`config.mk`:
```
export PLATFORM = sky130hd
export DESIGN_NAME = soc_peripherals
export DESIGN_NICKNAME = d
export VERILOG_FILES = /design/src/common/periph_pkg.sv /design/src/event_gen/soc_event_gen.sv /design/src/gpio/gpio_bank.sv /design/src/rtl/apb_periph_decode.sv /design/src/rtl/soc_peripherals.sv /design/src/rtl/sync_2ff.sv
export VERILOG_INCLUDE_DIRS = /design/src /design/src/common
export SDC_FILE = /design/constraint.sdc
export NUM_CORES = 1
export LEC_CHECK = 0
export BUFFER_PORTS_ARGS = -buffer_cell sky130_fd_sc_hd__clkbuf_2
export CORE_AREA = 2 2 158 160
export DETAILED_ROUTE_END_ITERATION = 10
export DIE_AREA = 0 0 160 162
export PLACE_DENSITY = 0.76
export SYNTH_ARGS = -nofsm -noshare
export SYNTH_HDL_FRONTEND = slang
export SYNTH_HIERARCHICAL = 1
export SYNTH_SLANG_ARGS = --single-unit
```
`constraint.sdc`:
```
create_clock -name clk_i -period 3.2 [get_ports clk_i]
set_input_delay 0.64 -clock clk_i [delete_from_list [all_inputs] [get_ports clk_i]]
set_output_delay 0.64 -clock clk_i [all_outputs]
set_load 0.01 [all_outputs]
```
`src/common/periph_params.svh`:
```
`ifndef PERIPH_PARAMS_SVH
`define PERIPH_PARAMS_SVH

// gpio bank geometry
`define N_GPIO_BANKS      4
`define GPIO_BANK_WIDTH   8

// apb bus widths
`define APB_ADDR_WIDTH    12
`define APB_DATA_WIDTH    32

// address map, slot in paddr[11:8] and word register in paddr[3:2]
`define SLOT_LSB          8
`define SLOT_IDX_WIDTH    4
`define N_SLOTS           5
`define EVT_SLOT          4
`define REG_IDX_LSB       2
`define REG_IDX_WIDTH     2

// gpio bank registers
`define GPIO_REG_OUT      2'd0
`define GPIO_REG_DIR      2'd1
`define GPIO_REG_IN       2'd2
`define GPIO_REG_IRQ_EN   2'd3

// event generator registers
`define EVT_REG_SW        2'd0
`define EVT_REG_MASK      2'd1
`define EVT_REG_STATUS    2'd2

// fc event vector layout
`define N_SW_EVENTS       7
`define FC_EVT_GPIO_POS   18
`define FC_EVT_REF_POS    23
`define FC_EVENTS_WIDTH   32

`endif

```
`src/common/periph_pkg.sv`:
```
`include "periph_params.svh"

package periph_pkg;

  // apb request from the bus master
  typedef struct packed {
    logic [`APB_ADDR_WIDTH-1:0] paddr;
    logic [`APB_DATA_WIDTH-1:0] pwdata;
    logic                       pwrite;
    logic                       psel;
    logic                       penable;
  } apb_req_t;

  // apb response back to the master
  typedef struct packed {
    logic [`APB_DATA_WIDTH-1:0] prdata;
    logic                       pready;
    logic                       pslverr;
  } apb_rsp_t;

  // register access shared by all slots
  // we is only meaningful together with the slot select
  typedef struct packed {
    logic                       we;
    logic [`REG_IDX_WIDTH-1:0]  idx;
    logic [`APB_DATA_WIDTH-1:0] wdata;
  } reg_req_t;

  // read word returned by a slot
  typedef logic [`APB_DATA_WIDTH-1:0] reg_rdata_t;

  // pins of one gpio bank
  typedef logic [`GPIO_BANK_WIDTH-1:0] gpio_word_t;

  // fabric controller event vector
  typedef logic [`FC_EVENTS_WIDTH-1:0] fc_events_t;

endpackage

```
`src/event_gen/soc_event_gen.sv`:
```
`timescale 1ns/10ps
`include "periph_params.svh"

module soc_event_gen (
  input  logic                     clk_i,
  input  logic                     arst_n_i,
  input  periph_pkg::reg_req_t     reg_req_i,
  input  logic                     sel_i,
  output periph_pkg::reg_rdata_t   rdata_o,
  input  logic [`N_GPIO_BANKS-1:0] gpio_evt_i,
  input  logic                     slow_clk_i,
  output periph_pkg::fc_events_t   fc_events_o
);

  logic                       ref_sync;
  logic                       ref_prev_q;
  logic                       ref_edge_q;
  logic                       wr_sw;
  logic                       wr_mask;
  logic                       wr_status;
  logic [`N_SW_EVENTS-1:0]    sw_evt;
  periph_pkg::fc_events_t     evt_raw;
  periph_pkg::fc_events_t     evt_masked;
  periph_pkg::fc_events_t     status_clr;
  periph_pkg::fc_events_t     mask_q;
  periph_pkg::fc_events_t     status_q;
  periph_pkg::fc_events_t     fc_events_q;

  //////////////////////////////////////////////////////////////////////
  // reference clock edges
  //////////////////////////////////////////////////////////////////////

  // slow clock is asynchronous to clk_i
  sync_2ff #(
    .T(logic)
  ) i_ref_sync (
    .clk_i   (clk_i),
    .arst_n_i(arst_n_i),
    .d_i     (slow_clk_i),
    .q_o     (ref_sync)
  );

  // rise or fall, one cycle wide, registered to match the gpio path
  always_ff @(posedge clk_i or negedge arst_n_i) begin
    if (!arst_n_i) begin
      ref_prev_q <= 1'b0;
      ref_edge_q <= 1'b0;
    end else begin
      ref_prev_q <= ref_sync;
      ref_edge_q <= ref_sync ^ ref_prev_q;
    end
  end

  //////////////////////////////////////////////////////////////////////
  // register writes and event merge
  //////////////////////////////////////////////////////////////////////

  assign wr_sw     = sel_i & reg_req_i.we & (reg_req_i.idx == `EVT_REG_SW);
  assign wr_mask   = sel_i & reg_req_i.we & (reg_req_i.idx == `EVT_REG_MASK);
  assign wr_status = sel_i & reg_req_i.we & (reg_req_i.idx == `EVT_REG_STATUS);

  // sw events live for the access cycle only
  assign sw_evt = wr_sw ? reg_req_i.wdata[`N_SW_EVENTS-1:0] : '0;

  // write one to clear
  assign status_clr = wr_status ? reg_req_i.wdata : '0;

  // fixed positions in the fc vector
  always_comb begin
    evt_raw = '0;
    evt_raw[`N_SW_EVENTS-1:0] = sw_evt;
    evt_raw[`FC_EVT_GPIO_POS +: `N_GPIO_BANKS] = gpio_evt_i;
    evt_raw[`FC_EVT_REF_POS] = ref_edge_q;
  end

  assign evt_masked = evt_raw & mask_q;

  always_ff @(posedge clk_i or negedge arst_n_i) begin
    if (!arst_n_i) begin
      // every event enabled out of reset
      mask_q      <= '1;
      status_q    <= '0;
      fc_events_q <= '0;
    end else begin
      if (wr_mask) begin
        mask_q <= reg_req_i.wdata;
      end
      // a new event wins over a clear of the same bit
      status_q    <= (status_q & ~status_clr) | evt_masked;
      fc_events_q <= evt_masked;
    end
  end

  assign fc_events_o = fc_events_q;

  // SW is write only
  always_comb begin
    case (reg_req_i.idx)
      `EVT_REG_MASK:   rdata_o = mask_q;
      `EVT_REG_STATUS: rdata_o = status_q;
      default:         rdata_o = '0;
    endcase
  end

endmodule

```
`src/gpio/gpio_bank.sv`:
```
`timescale 1ns/10ps
`include "periph_params.svh"

module gpio_bank (
  input  logic                   clk_i,
  input  logic                   arst_n_i,
  input  periph_pkg::reg_req_t   reg_req_i,
  input  logic                   sel_i,
  output periph_pkg::reg_rdata_t rdata_o,
  input  periph_pkg::gpio_word_t gpio_in_i,
  output periph_pkg::gpio_word_t gpio_out_o,
  output periph_pkg::gpio_word_t gpio_oe_o,
  output logic                   irq_o
);

  periph_pkg::gpio_word_t out_q;
  periph_pkg::gpio_word_t dir_q;
  periph_pkg::gpio_word_t irq_en_q;
  periph_pkg::gpio_word_t in_sync;
  periph_pkg::gpio_word_t in_prev_q;
  periph_pkg::gpio_word_t rise;
  logic                   irq_q;
  logic                   wr_out;
  logic                   wr_dir;
  logic                   wr_irq_en;

  //////////////////////////////////////////////////////////////////////
  // input synchronizer
  //////////////////////////////////////////////////////////////////////

  // pins land in IN two edges after sampling
  sync_2ff #(
    .T(periph_pkg::gpio_word_t)
  ) i_in_sync (
    .clk_i   (clk_i),
    .arst_n_i(arst_n_i),
    .d_i     (gpio_in_i),
    .q_o     (in_sync)
  );

  //////////////////////////////////////////////////////////////////////
  // register writes
  //////////////////////////////////////////////////////////////////////

  // IN has no write strobe, writes to it are dropped
  assign wr_out    = sel_i & reg_req_i.we & (reg_req_i.idx == `GPIO_REG_OUT);
  assign wr_dir    = sel_i & reg_req_i.we & (reg_req_i.idx == `GPIO_REG_DIR);
  assign wr_irq_en = sel_i & reg_req_i.we & (reg_req_i.idx == `GPIO_REG_IRQ_EN);

  always_ff @(posedge clk_i or negedge arst_n_i) begin
    if (!arst_n_i) begin
      out_q    <= '0;
      dir_q    <= '0;
      irq_en_q <= '0;
    end else begin
      if (wr_out) begin
        out_q <= reg_req_i.wdata[`GPIO_BANK_WIDTH-1:0];
      end
      if (wr_dir) begin
        dir_q <= reg_req_i.wdata[`GPIO_BANK_WIDTH-1:0];
      end
      if (wr_irq_en) begin
        irq_en_q <= reg_req_i.wdata[`GPIO_BANK_WIDTH-1:0];
      end
    end
  end

  //////////////////////////////////////////////////////////////////////
  // rising edge interrupt
  //////////////////////////////////////////////////////////////////////

  // enabled pins that were low and are now high
  assign rise = in_sync & ~in_prev_q & irq_en_q;

  // strobe registered, so it leaves on the third edge
  always_ff @(posedge clk_i or negedge arst_n_i) begin
    if (!arst_n_i) begin
      in_prev_q <= '0;
      irq_q     <= 1'b0;
    end else begin
      in_prev_q <= in_sync;
      irq_q     <= |rise;
    end
  end

  assign irq_o = irq_q;

  // read mux, zero extended to the bus width
  always_comb begin
    rdata_o = '0;
    case (reg_req_i.idx)
      `GPIO_REG_OUT:    rdata_o[`GPIO_BANK_WIDTH-1:0] = out_q;
      `GPIO_REG_DIR:    rdata_o[`GPIO_BANK_WIDTH-1:0] = dir_q;
      `GPIO_REG_IN:     rdata_o[`GPIO_BANK_WIDTH-1:0] = in_sync;
      `GPIO_REG_IRQ_EN: rdata_o[`GPIO_BANK_WIDTH-1:0] = irq_en_q;
      default:          rdata_o = '0;
    endcase
  end

  // pad side
  assign gpio_out_o = out_q;
  assign gpio_oe_o  = dir_q;

endmodule

```
`src/rtl/apb_periph_decode.sv`:
```
`timescale 1ns/10ps
`include "periph_params.svh"

module apb_periph_decode (
  input  periph_pkg::apb_req_t                    apb_req_i,
  output periph_pkg::apb_rsp_t                    apb_rsp_o,
  output periph_pkg::reg_req_t                    reg_req_o,
  output logic [`N_SLOTS-1:0]                     slot_sel_o,
  input  periph_pkg::reg_rdata_t [`N_SLOTS-1:0]   slot_rdata_i
);

  logic [`SLOT_IDX_WIDTH-1:0] slot_idx;
  logic                       access;
  logic                       slot_valid;
  periph_pkg::reg_rdata_t     rdata_mux;

  // access phase of the transfer
  assign access = apb_req_i.psel & apb_req_i.penable;

  // slot index from the upper address bits
  assign slot_idx = apb_req_i.paddr[`SLOT_LSB +: `SLOT_IDX_WIDTH];

  // slots 5 to 15 are unmapped
  assign slot_valid = (slot_idx < `SLOT_IDX_WIDTH'(`N_SLOTS));

  //////////////////////////////////////////////////////////////////////
  // shared register request
  //////////////////////////////////////////////////////////////////////

  // write strobe only in the access phase of a mapped slot
  assign reg_req_o.we    = access & apb_req_i.pwrite & slot_valid;
  assign reg_req_o.idx   = apb_req_i.paddr[`REG_IDX_LSB +: `REG_IDX_WIDTH];
  assign reg_req_o.wdata = apb_req_i.pwdata;

  //////////////////////////////////////////////////////////////////////
  // slot select and read mux
  //////////////////////////////////////////////////////////////////////

  always_comb begin
    slot_sel_o = '0;
    rdata_mux  = '0;
    for (int s = 0; s < `N_SLOTS; s++) begin
      if (slot_idx == `SLOT_IDX_WIDTH'(s)) begin
        // select only during the access cycle
        slot_sel_o[s] = access;
        rdata_mux     = slot_rdata_i[s];
      end
    end
  end

  // unmapped slot falls through the loop with zero read data
  assign apb_rsp_o.prdata = rdata_mux;

  // zero wait states, slaves never stall
  assign apb_rsp_o.pready = 1'b1;

  // error response for an unmapped slot
  assign apb_rsp_o.pslverr = access & ~slot_valid;

endmodule

```
`src/rtl/soc_peripherals.sv`:
```
`timescale 1ns/10ps
`include "periph_params.svh"

module soc_peripherals (
  input  logic                                         clk_i,
  input  logic                                         arst_n_i,
  input  logic                                         slow_clk_i,
  input  periph_pkg::apb_req_t                         apb_req_i,
  output periph_pkg::apb_rsp_t                         apb_rsp_o,
  input  periph_pkg::gpio_word_t [`N_GPIO_BANKS-1:0]   gpio_in_i,
  output periph_pkg::gpio_word_t [`N_GPIO_BANKS-1:0]   gpio_out_o,
  output periph_pkg::gpio_word_t [`N_GPIO_BANKS-1:0]   gpio_oe_o,
  output periph_pkg::fc_events_t                       fc_events_o
);

  periph_pkg::reg_req_t                    reg_req;
  logic [`N_SLOTS-1:0]                     slot_sel;
  periph_pkg::reg_rdata_t [`N_SLOTS-1:0]   slot_rdata;
  logic [`N_GPIO_BANKS-1:0]                gpio_evt;

  //////////////////////////////////////////////////////////////////////
  // apb decode
  //////////////////////////////////////////////////////////////////////

  apb_periph_decode i_decode (
    .apb_req_i   (apb_req_i),
    .apb_rsp_o   (apb_rsp_o),
    .reg_req_o   (reg_req),
    .slot_sel_o  (slot_sel),
    .slot_rdata_i(slot_rdata)
  );

  //////////////////////////////////////////////////////////////////////
  // gpio banks in slots 0 to 3
  //////////////////////////////////////////////////////////////////////

  for (genvar i = 0; i < `N_GPIO_BANKS; i++) begin : g_gpio_bank
    gpio_bank i_gpio_bank (
      .clk_i     (clk_i),
      .arst_n_i  (arst_n_i),
      .reg_req_i (reg_req),
      .sel_i     (slot_sel[i]),
      .rdata_o   (slot_rdata[i]),
      .gpio_in_i (gpio_in_i[i]),
      .gpio_out_o(gpio_out_o[i]),
      .gpio_oe_o (gpio_oe_o[i]),
      .irq_o     (gpio_evt[i])
    );
  end

  //////////////////////////////////////////////////////////////////////
  // event generator in slot 4
  //////////////////////////////////////////////////////////////////////

  // collects the bank strobes and the slow clock edges
  soc_event_gen i_event_gen (
    .clk_i      (clk_i),
    .arst_n_i   (arst_n_i),
    .reg_req_i  (reg_req),
    .sel_i      (slot_sel[`EVT_SLOT]),
    .rdata_o    (slot_rdata[`EVT_SLOT]),
    .gpio_evt_i (gpio_evt),
    .slow_clk_i (slow_clk_i),
    .fc_events_o(fc_events_o)
  );

endmodule

```
`src/rtl/sync_2ff.sv`:
```
`timescale 1ns/10ps

module sync_2ff #(
  parameter type T = logic
) (
  input  logic clk_i,
  input  logic arst_n_i,
  input  T     d_i,
  output T     q_o
);

  // first stage may go metastable
  T meta_q;
  T sync_q;

  always_ff @(posedge clk_i or negedge arst_n_i) begin
    if (!arst_n_i) begin
      meta_q <= '0;
      sync_q <= '0;
    end else begin
      meta_q <= d_i;
      sync_q <= meta_q;
    end
  end

  assign q_o = sync_q;

endmodule

```
Yosys cells after proc, flatten, opt, wreduce, memory -nomap -nowiden
Cells that the tools add are included.
- muxes and demuxes: 17
- magnitude comparators: 1
- reduce and logical (&&, ||, !) cells: 6
- bitwise operators: 42
- eq/ne operators: 7
- operators by type and width (kind ; count):
    case mux 8 bit (4 select lines) ; 4
    AND 8 bit ; 8
    two-way mux 32 bit ; 2
    case mux 32 bit (2 select lines) ; 1
    AND 24 x 32 -> 32 bit ; 1
    AND 32 bit ; 1
    two-way mux 8 bit ; 4
    inverter 32 bit ; 1
    inverter 8 bit ; 4
    OR 32 bit ; 1
    OR reduction 8 bit ; 4
    AND 1 bit ; 24
    == test 4 x 2 -> 1 bit, second input constant ; 2
    two-way mux 7 bit ; 1
    two-way mux 1 bit ; 5
    == test 2 bit, second input constant ; 2
    == test 4 x 1 -> 1 bit, second input constant ; 1
    == test 4 x 3 -> 1 bit, second input constant ; 1
    zero test 4 bit ; 1
    < comparator 4 x 3 -> 1 bit, second input constant ; 1
    == test 2 x 1 -> 1 bit, second input constant ; 1
    zero test 2 bit ; 1
    inverter 1 bit ; 1
    XOR 1 bit ; 1
- logic and storage cells: 108
- bits of input ports: 82
- output and inout port bits: 130
- flip-flop bits (word level): 296

Depth between registers and ports, before layout
- depth in word-level cells: 9
- depth in mapped cells: 11
- depth with buffers taken out: 8

Cells and area by module
Netlist, hierarchy kept.
- by module, submodules not included (module ; times used ; sequential area each (sq um) ; cells an instance ; area each (sq um)):
    gpio_bank ; 4 ; 825.8 ; 109 ; 1632.8
    soc_event_gen ; 1 ; 1991.9 ; 280 ; 3656.0
    apb_periph_decode ; 1 ; 0.0 ; 287 ; 1736.7
    sync_2ff at g_gpio_bank[0].i_gpio_bank.i_in_sync ... ; 4 ; 400.4 ; 16 ; 400.4
    sync_2ff at i_event_gen.i_ref_sync ; 1 ; 50.0 ; 2 ; 50.0

Least setup slack after synthesis
No wires, ideal clock.
- path kind: in2reg
- start point: input port apb_req_i[43] (netlist name)
- end point: register g_gpio_bank[0].i_gpio_bank.out_q[0]
- setup slack: 0.302 ns
- buffers on the path: 2
- setup time: 0.125 ns
- data arrival time: 2.773 ns
- stages: 8
- required time: 3.075 ns
- path through: buf_6 or2_1 buf_2 a21oi_1 and4_1 nand2_1 nor3_4 mux2_2
- RTL lines (item ; line ; text):
    start, declared ; soc_peripherals.sv:8 ; input periph_pkg::apb_req_t apb_req_i,
    end signal, assigned ; gpio_bank.sv:57 ; out_q <= reg_req_i.wdata[`GPIO_BANK_WIDTH-1:0];
    end, declared ; gpio_bank.sv:16 ; periph_pkg::gpio_word_t out_q;

==> results.ini <==
[status]
run_status=finished, final reports clean

[placement]
gp_congestion=0.8630
io_buffers=184
dp_hpwl_um=21430

[worst_setup_path]
slowest_stage=mux4_1
crit_top_cell=clkbuf_2
startpoint_type=input pin
end_kind=output port
r2r-end=g_gpio_bank[3].i_gpio_bank/irq_o
worstPathArrival_ps=2480
reg2reg_from=g_gpio_bank[3].i_gpio_bank/i_in_sync/q_o[7]
r2r_cells=4
critPathMaxFanout=33
worstPathCellList=clkbuf_2, buf_12, mux4_1, mux2i_1, nor2_1, o22a_1, clkbuf_2
crit_type=in2out
required_ps=2560
cpPeakStageDelay_ps=620
regToRegSetupSlack_ps=1980

[detailed_routing]
first_pass_iters=5
drc=0
drt-total-wl_um=31180
vias=8494
first_iter_violations=649
drtAntennaViolNets=0
routedWlPerCell_um=19.98
viasPerCell=5.441

[yosys]
synth_edf_count=0
ys_types=46
postSynthAreaPerCell_um2=12.70
syn_inst=1069
synthFlopType=dfrtp_1
yosysSeqAreaShare_pct=51.17
syn-cell-area_um2=13580
yosys_register_bits=276
yosys_warnings=6
synthArstFlopShare_pct=100.0

[sta]
fin_crit_sh_pct=97.45
worstMarginPinSlew_ps=596.9
setup_tns_ps=0
clock_skew_ps=45.97
timing.fmax_mhz=320.7
fin_crit_ps=3119
setup_viol=0
finalHoldViolations=0
rsz0062_at_grt=no
timing.slew.headroom_pct=60.20
drv_slew=0
whs_ps=78.53

[floorplanning]
fp.dieW_um=160
ios=212
dieArea_um2=25920
coreArea_um2=24110
die_y_um=162
num_rows=57
start_util_pct=56.32

[global_routing]
grt_max_degree=79
grtUsageMet2_pct=39.47
globalRouteMet3Util_pct=4.086
overflow=0
grt_pass1_wl_um=48090
first_global_vias=8479
antenna_found_initial=0
grt_usage_pct=23.95
gr-usage-met1_pct=31.82
grt-busiest-layer=met2

[clock_tree]
postCtsSetupBuffers=0
cts_root_buffer=clkbuf_16
cts_max_path_buffers=3
cts_inserted_buffers=28
h-tree-depth=1
ctsHoldBuffers=0
cts_tree=built
clock-sinks=276
clock_latency_ps=570
clk_pin_slew_ps=60

[finish]
syn_to_final_growth_pct=11.22
fill_cells=1891
diodes=0
drive_above_1_share_pct=34.92
nets=1301

[run]
drv_cap=0

[pwr]
leakage_nw=7.590
ir_worst_vdd_mv=0.4387
total_power_mw=7.395
p_per_area_nw_per_um2=489.8

[hold_path]
min_path_type=in2async

[repair_timing]
action                                  in CTS  in global routing
endpoints found under the setup margin       0                  2
resized for setup                            0                  3
hold endpoints to repair                     0                  0
[metal layers]
metal / wire (um) / share of wire, % / up-vias
li1: - / - / 3864
met1: 13020 / 42 / 4268
met2: 15090 / 48 / 289
met3: 1750 / 5.6 / 73
met4: 1326 / 4.3 / 0
met5: 0 / 0 / -
[final cells by class]
class	instances	area, um2	share of cell area (%)
multi-input cells	681	5510	36.50
flip-flops and latches	276	6947	46.01
clock buffers	47	862.1	5.710
clock inverters	4	73.82	0.4889
repair buffers	213	1240	8.213
well taps	324	405.4	2.685
inverters	16	60.06	0.3978
[layout by cell type (no fill, tap or decap), types with 21 or more instances in the layout]
| master | n |
|---|---|
| mux2_2 | 99 |
| o22a_1 | 21 |
| conb_1 | 117 |
| clkbuf_2 | 183 |
| nand2_1 | 63 |
| dfstp_2 | 32 |
| mux4_1 | 32 |
| buf_4 | 21 |
| a22oi_1 | 32 |
| nor2b_1 | 32 |
| nor2_1 | 57 |
| mux2_4 | 30 |
| dfrtp_1 | 244 |
| clkbuf_16 | 28 |
[per-stage QoR]
step / cells / cell area [um2] / util [%] / setup WS [ps]
detailed placement: 1510 / 14150 / 58.71 / 123.3
floorplan: 1180 / 13990 / - / 302.2
global placement: 1510 / 14150 / 58.71 / 125.2
CTS: 1561 / 15090 / 62.59 / 123.2
global route: 1561 / 15100 / 62.63 / 46.09
finish: 1561 / 15100 / 62.63 / 81.50
[worst max-delay path, delay by kind of cell]
kind	cells	cell delay, ps
AO/OA/AOI/OAI	1	220
buffers and inverters	3	600
multiplexers	2	900
AND/OR/NAND/NOR	1	80
[report_power, final]
group	leakage (nW)	total, mW	switching (mW)	internal, mW
combinational	3.63	0.544	0.345	0.198
clock	0.456	3.24	1.33	1.91
sequential	3.51	3.61	0.0382	3.57
total	7.59	7.40	1.71	5.68
[registers in the layout, indices dropped and copies added (netlist names)]
name                                      cells
i_event_gen/i_ref_sync/meta_q                 1
i_event_gen/fc_events_o                      12
g_gpio_bank.i_gpio_bank/in_prev_q            32
i_event_gen/i_ref_sync/q_o                    1
g_gpio_bank.i_gpio_bank/irq_o                 4
i_event_gen/ref_edge_q                        1
g_gpio_bank.i_gpio_bank/i_in_sync/meta_q     32
g_gpio_bank.i_gpio_bank/gpio_out_o           32
i_event_gen/mask_q                           32
i_event_gen/status_q                         32
i_event_gen/ref_prev_q                        1
g_gpio_bank.i_gpio_bank/irq_en_q             32
g_gpio_bank.i_gpio_bank/i_in_sync/q_o        32
g_gpio_bank.i_gpio_bank/gpio_oe_o            32
[synth_stat cells, types with 7 or more instances]
cell	n	area (um2)
nor2b_1	32	200.2
buf_2	19	95.09
dfrtp_1	244	6106
clkbuf_1	18	67.56
o22a_1	21	183.9
nand2b_1	13	81.33
mux2i_1	20	200.2
buf_6	13	146.4
dfstp_2	32	840.8
a22oi_1	32	240.2
mux2_4	30	450.4
a211oi_1	17	127.6
a21boi_0	20	150.1
o2111ai_1	17	148.9
o21ai_0	13	65.06
nand4_1	12	75.07
nor2_1	57	214.0
buf_4	155	1164
mux4_1	32	840.8
a31oi_1	15	93.84
a32o_1	7	70.07
o22ai_1	9	56.30
and3_1	11	68.82
inv_1	16	60.06
mux2_2	99	1115
nand2_1	63	236.5
[how the worst max path moves through the flow]
stage / from / end / slack, ps
finish: apb_req_i[37] / apb_rsp_o[6] / 80
CTS: apb_req_i[37] / apb_rsp_o[6] / 120
detailed placement: apb_req_i[37] / apb_rsp_o[6] / 120
global placement: apb_req_i[37] / apb_rsp_o[6] / 130
floorplan: apb_req_i[43] / g_gpio_bank[0].i_gpio_bank/gpio_out_o[0] / 300
global route: apb_req_i[37] / apb_rsp_o[2] / 50
[cell families after synthesis]
kind of cell	after synthesis	synth area share, %
compound gates	158	8.719
xor+xnor	1	0.06453
fa+ha+maj	3	0.2765
buf+inv	223	11.35
flops	276	51.17
mux	181	19.20
other cells	6	0.1659
simple gates	221	9.051
Note: power is estimated with default switching activity, not from simulation.
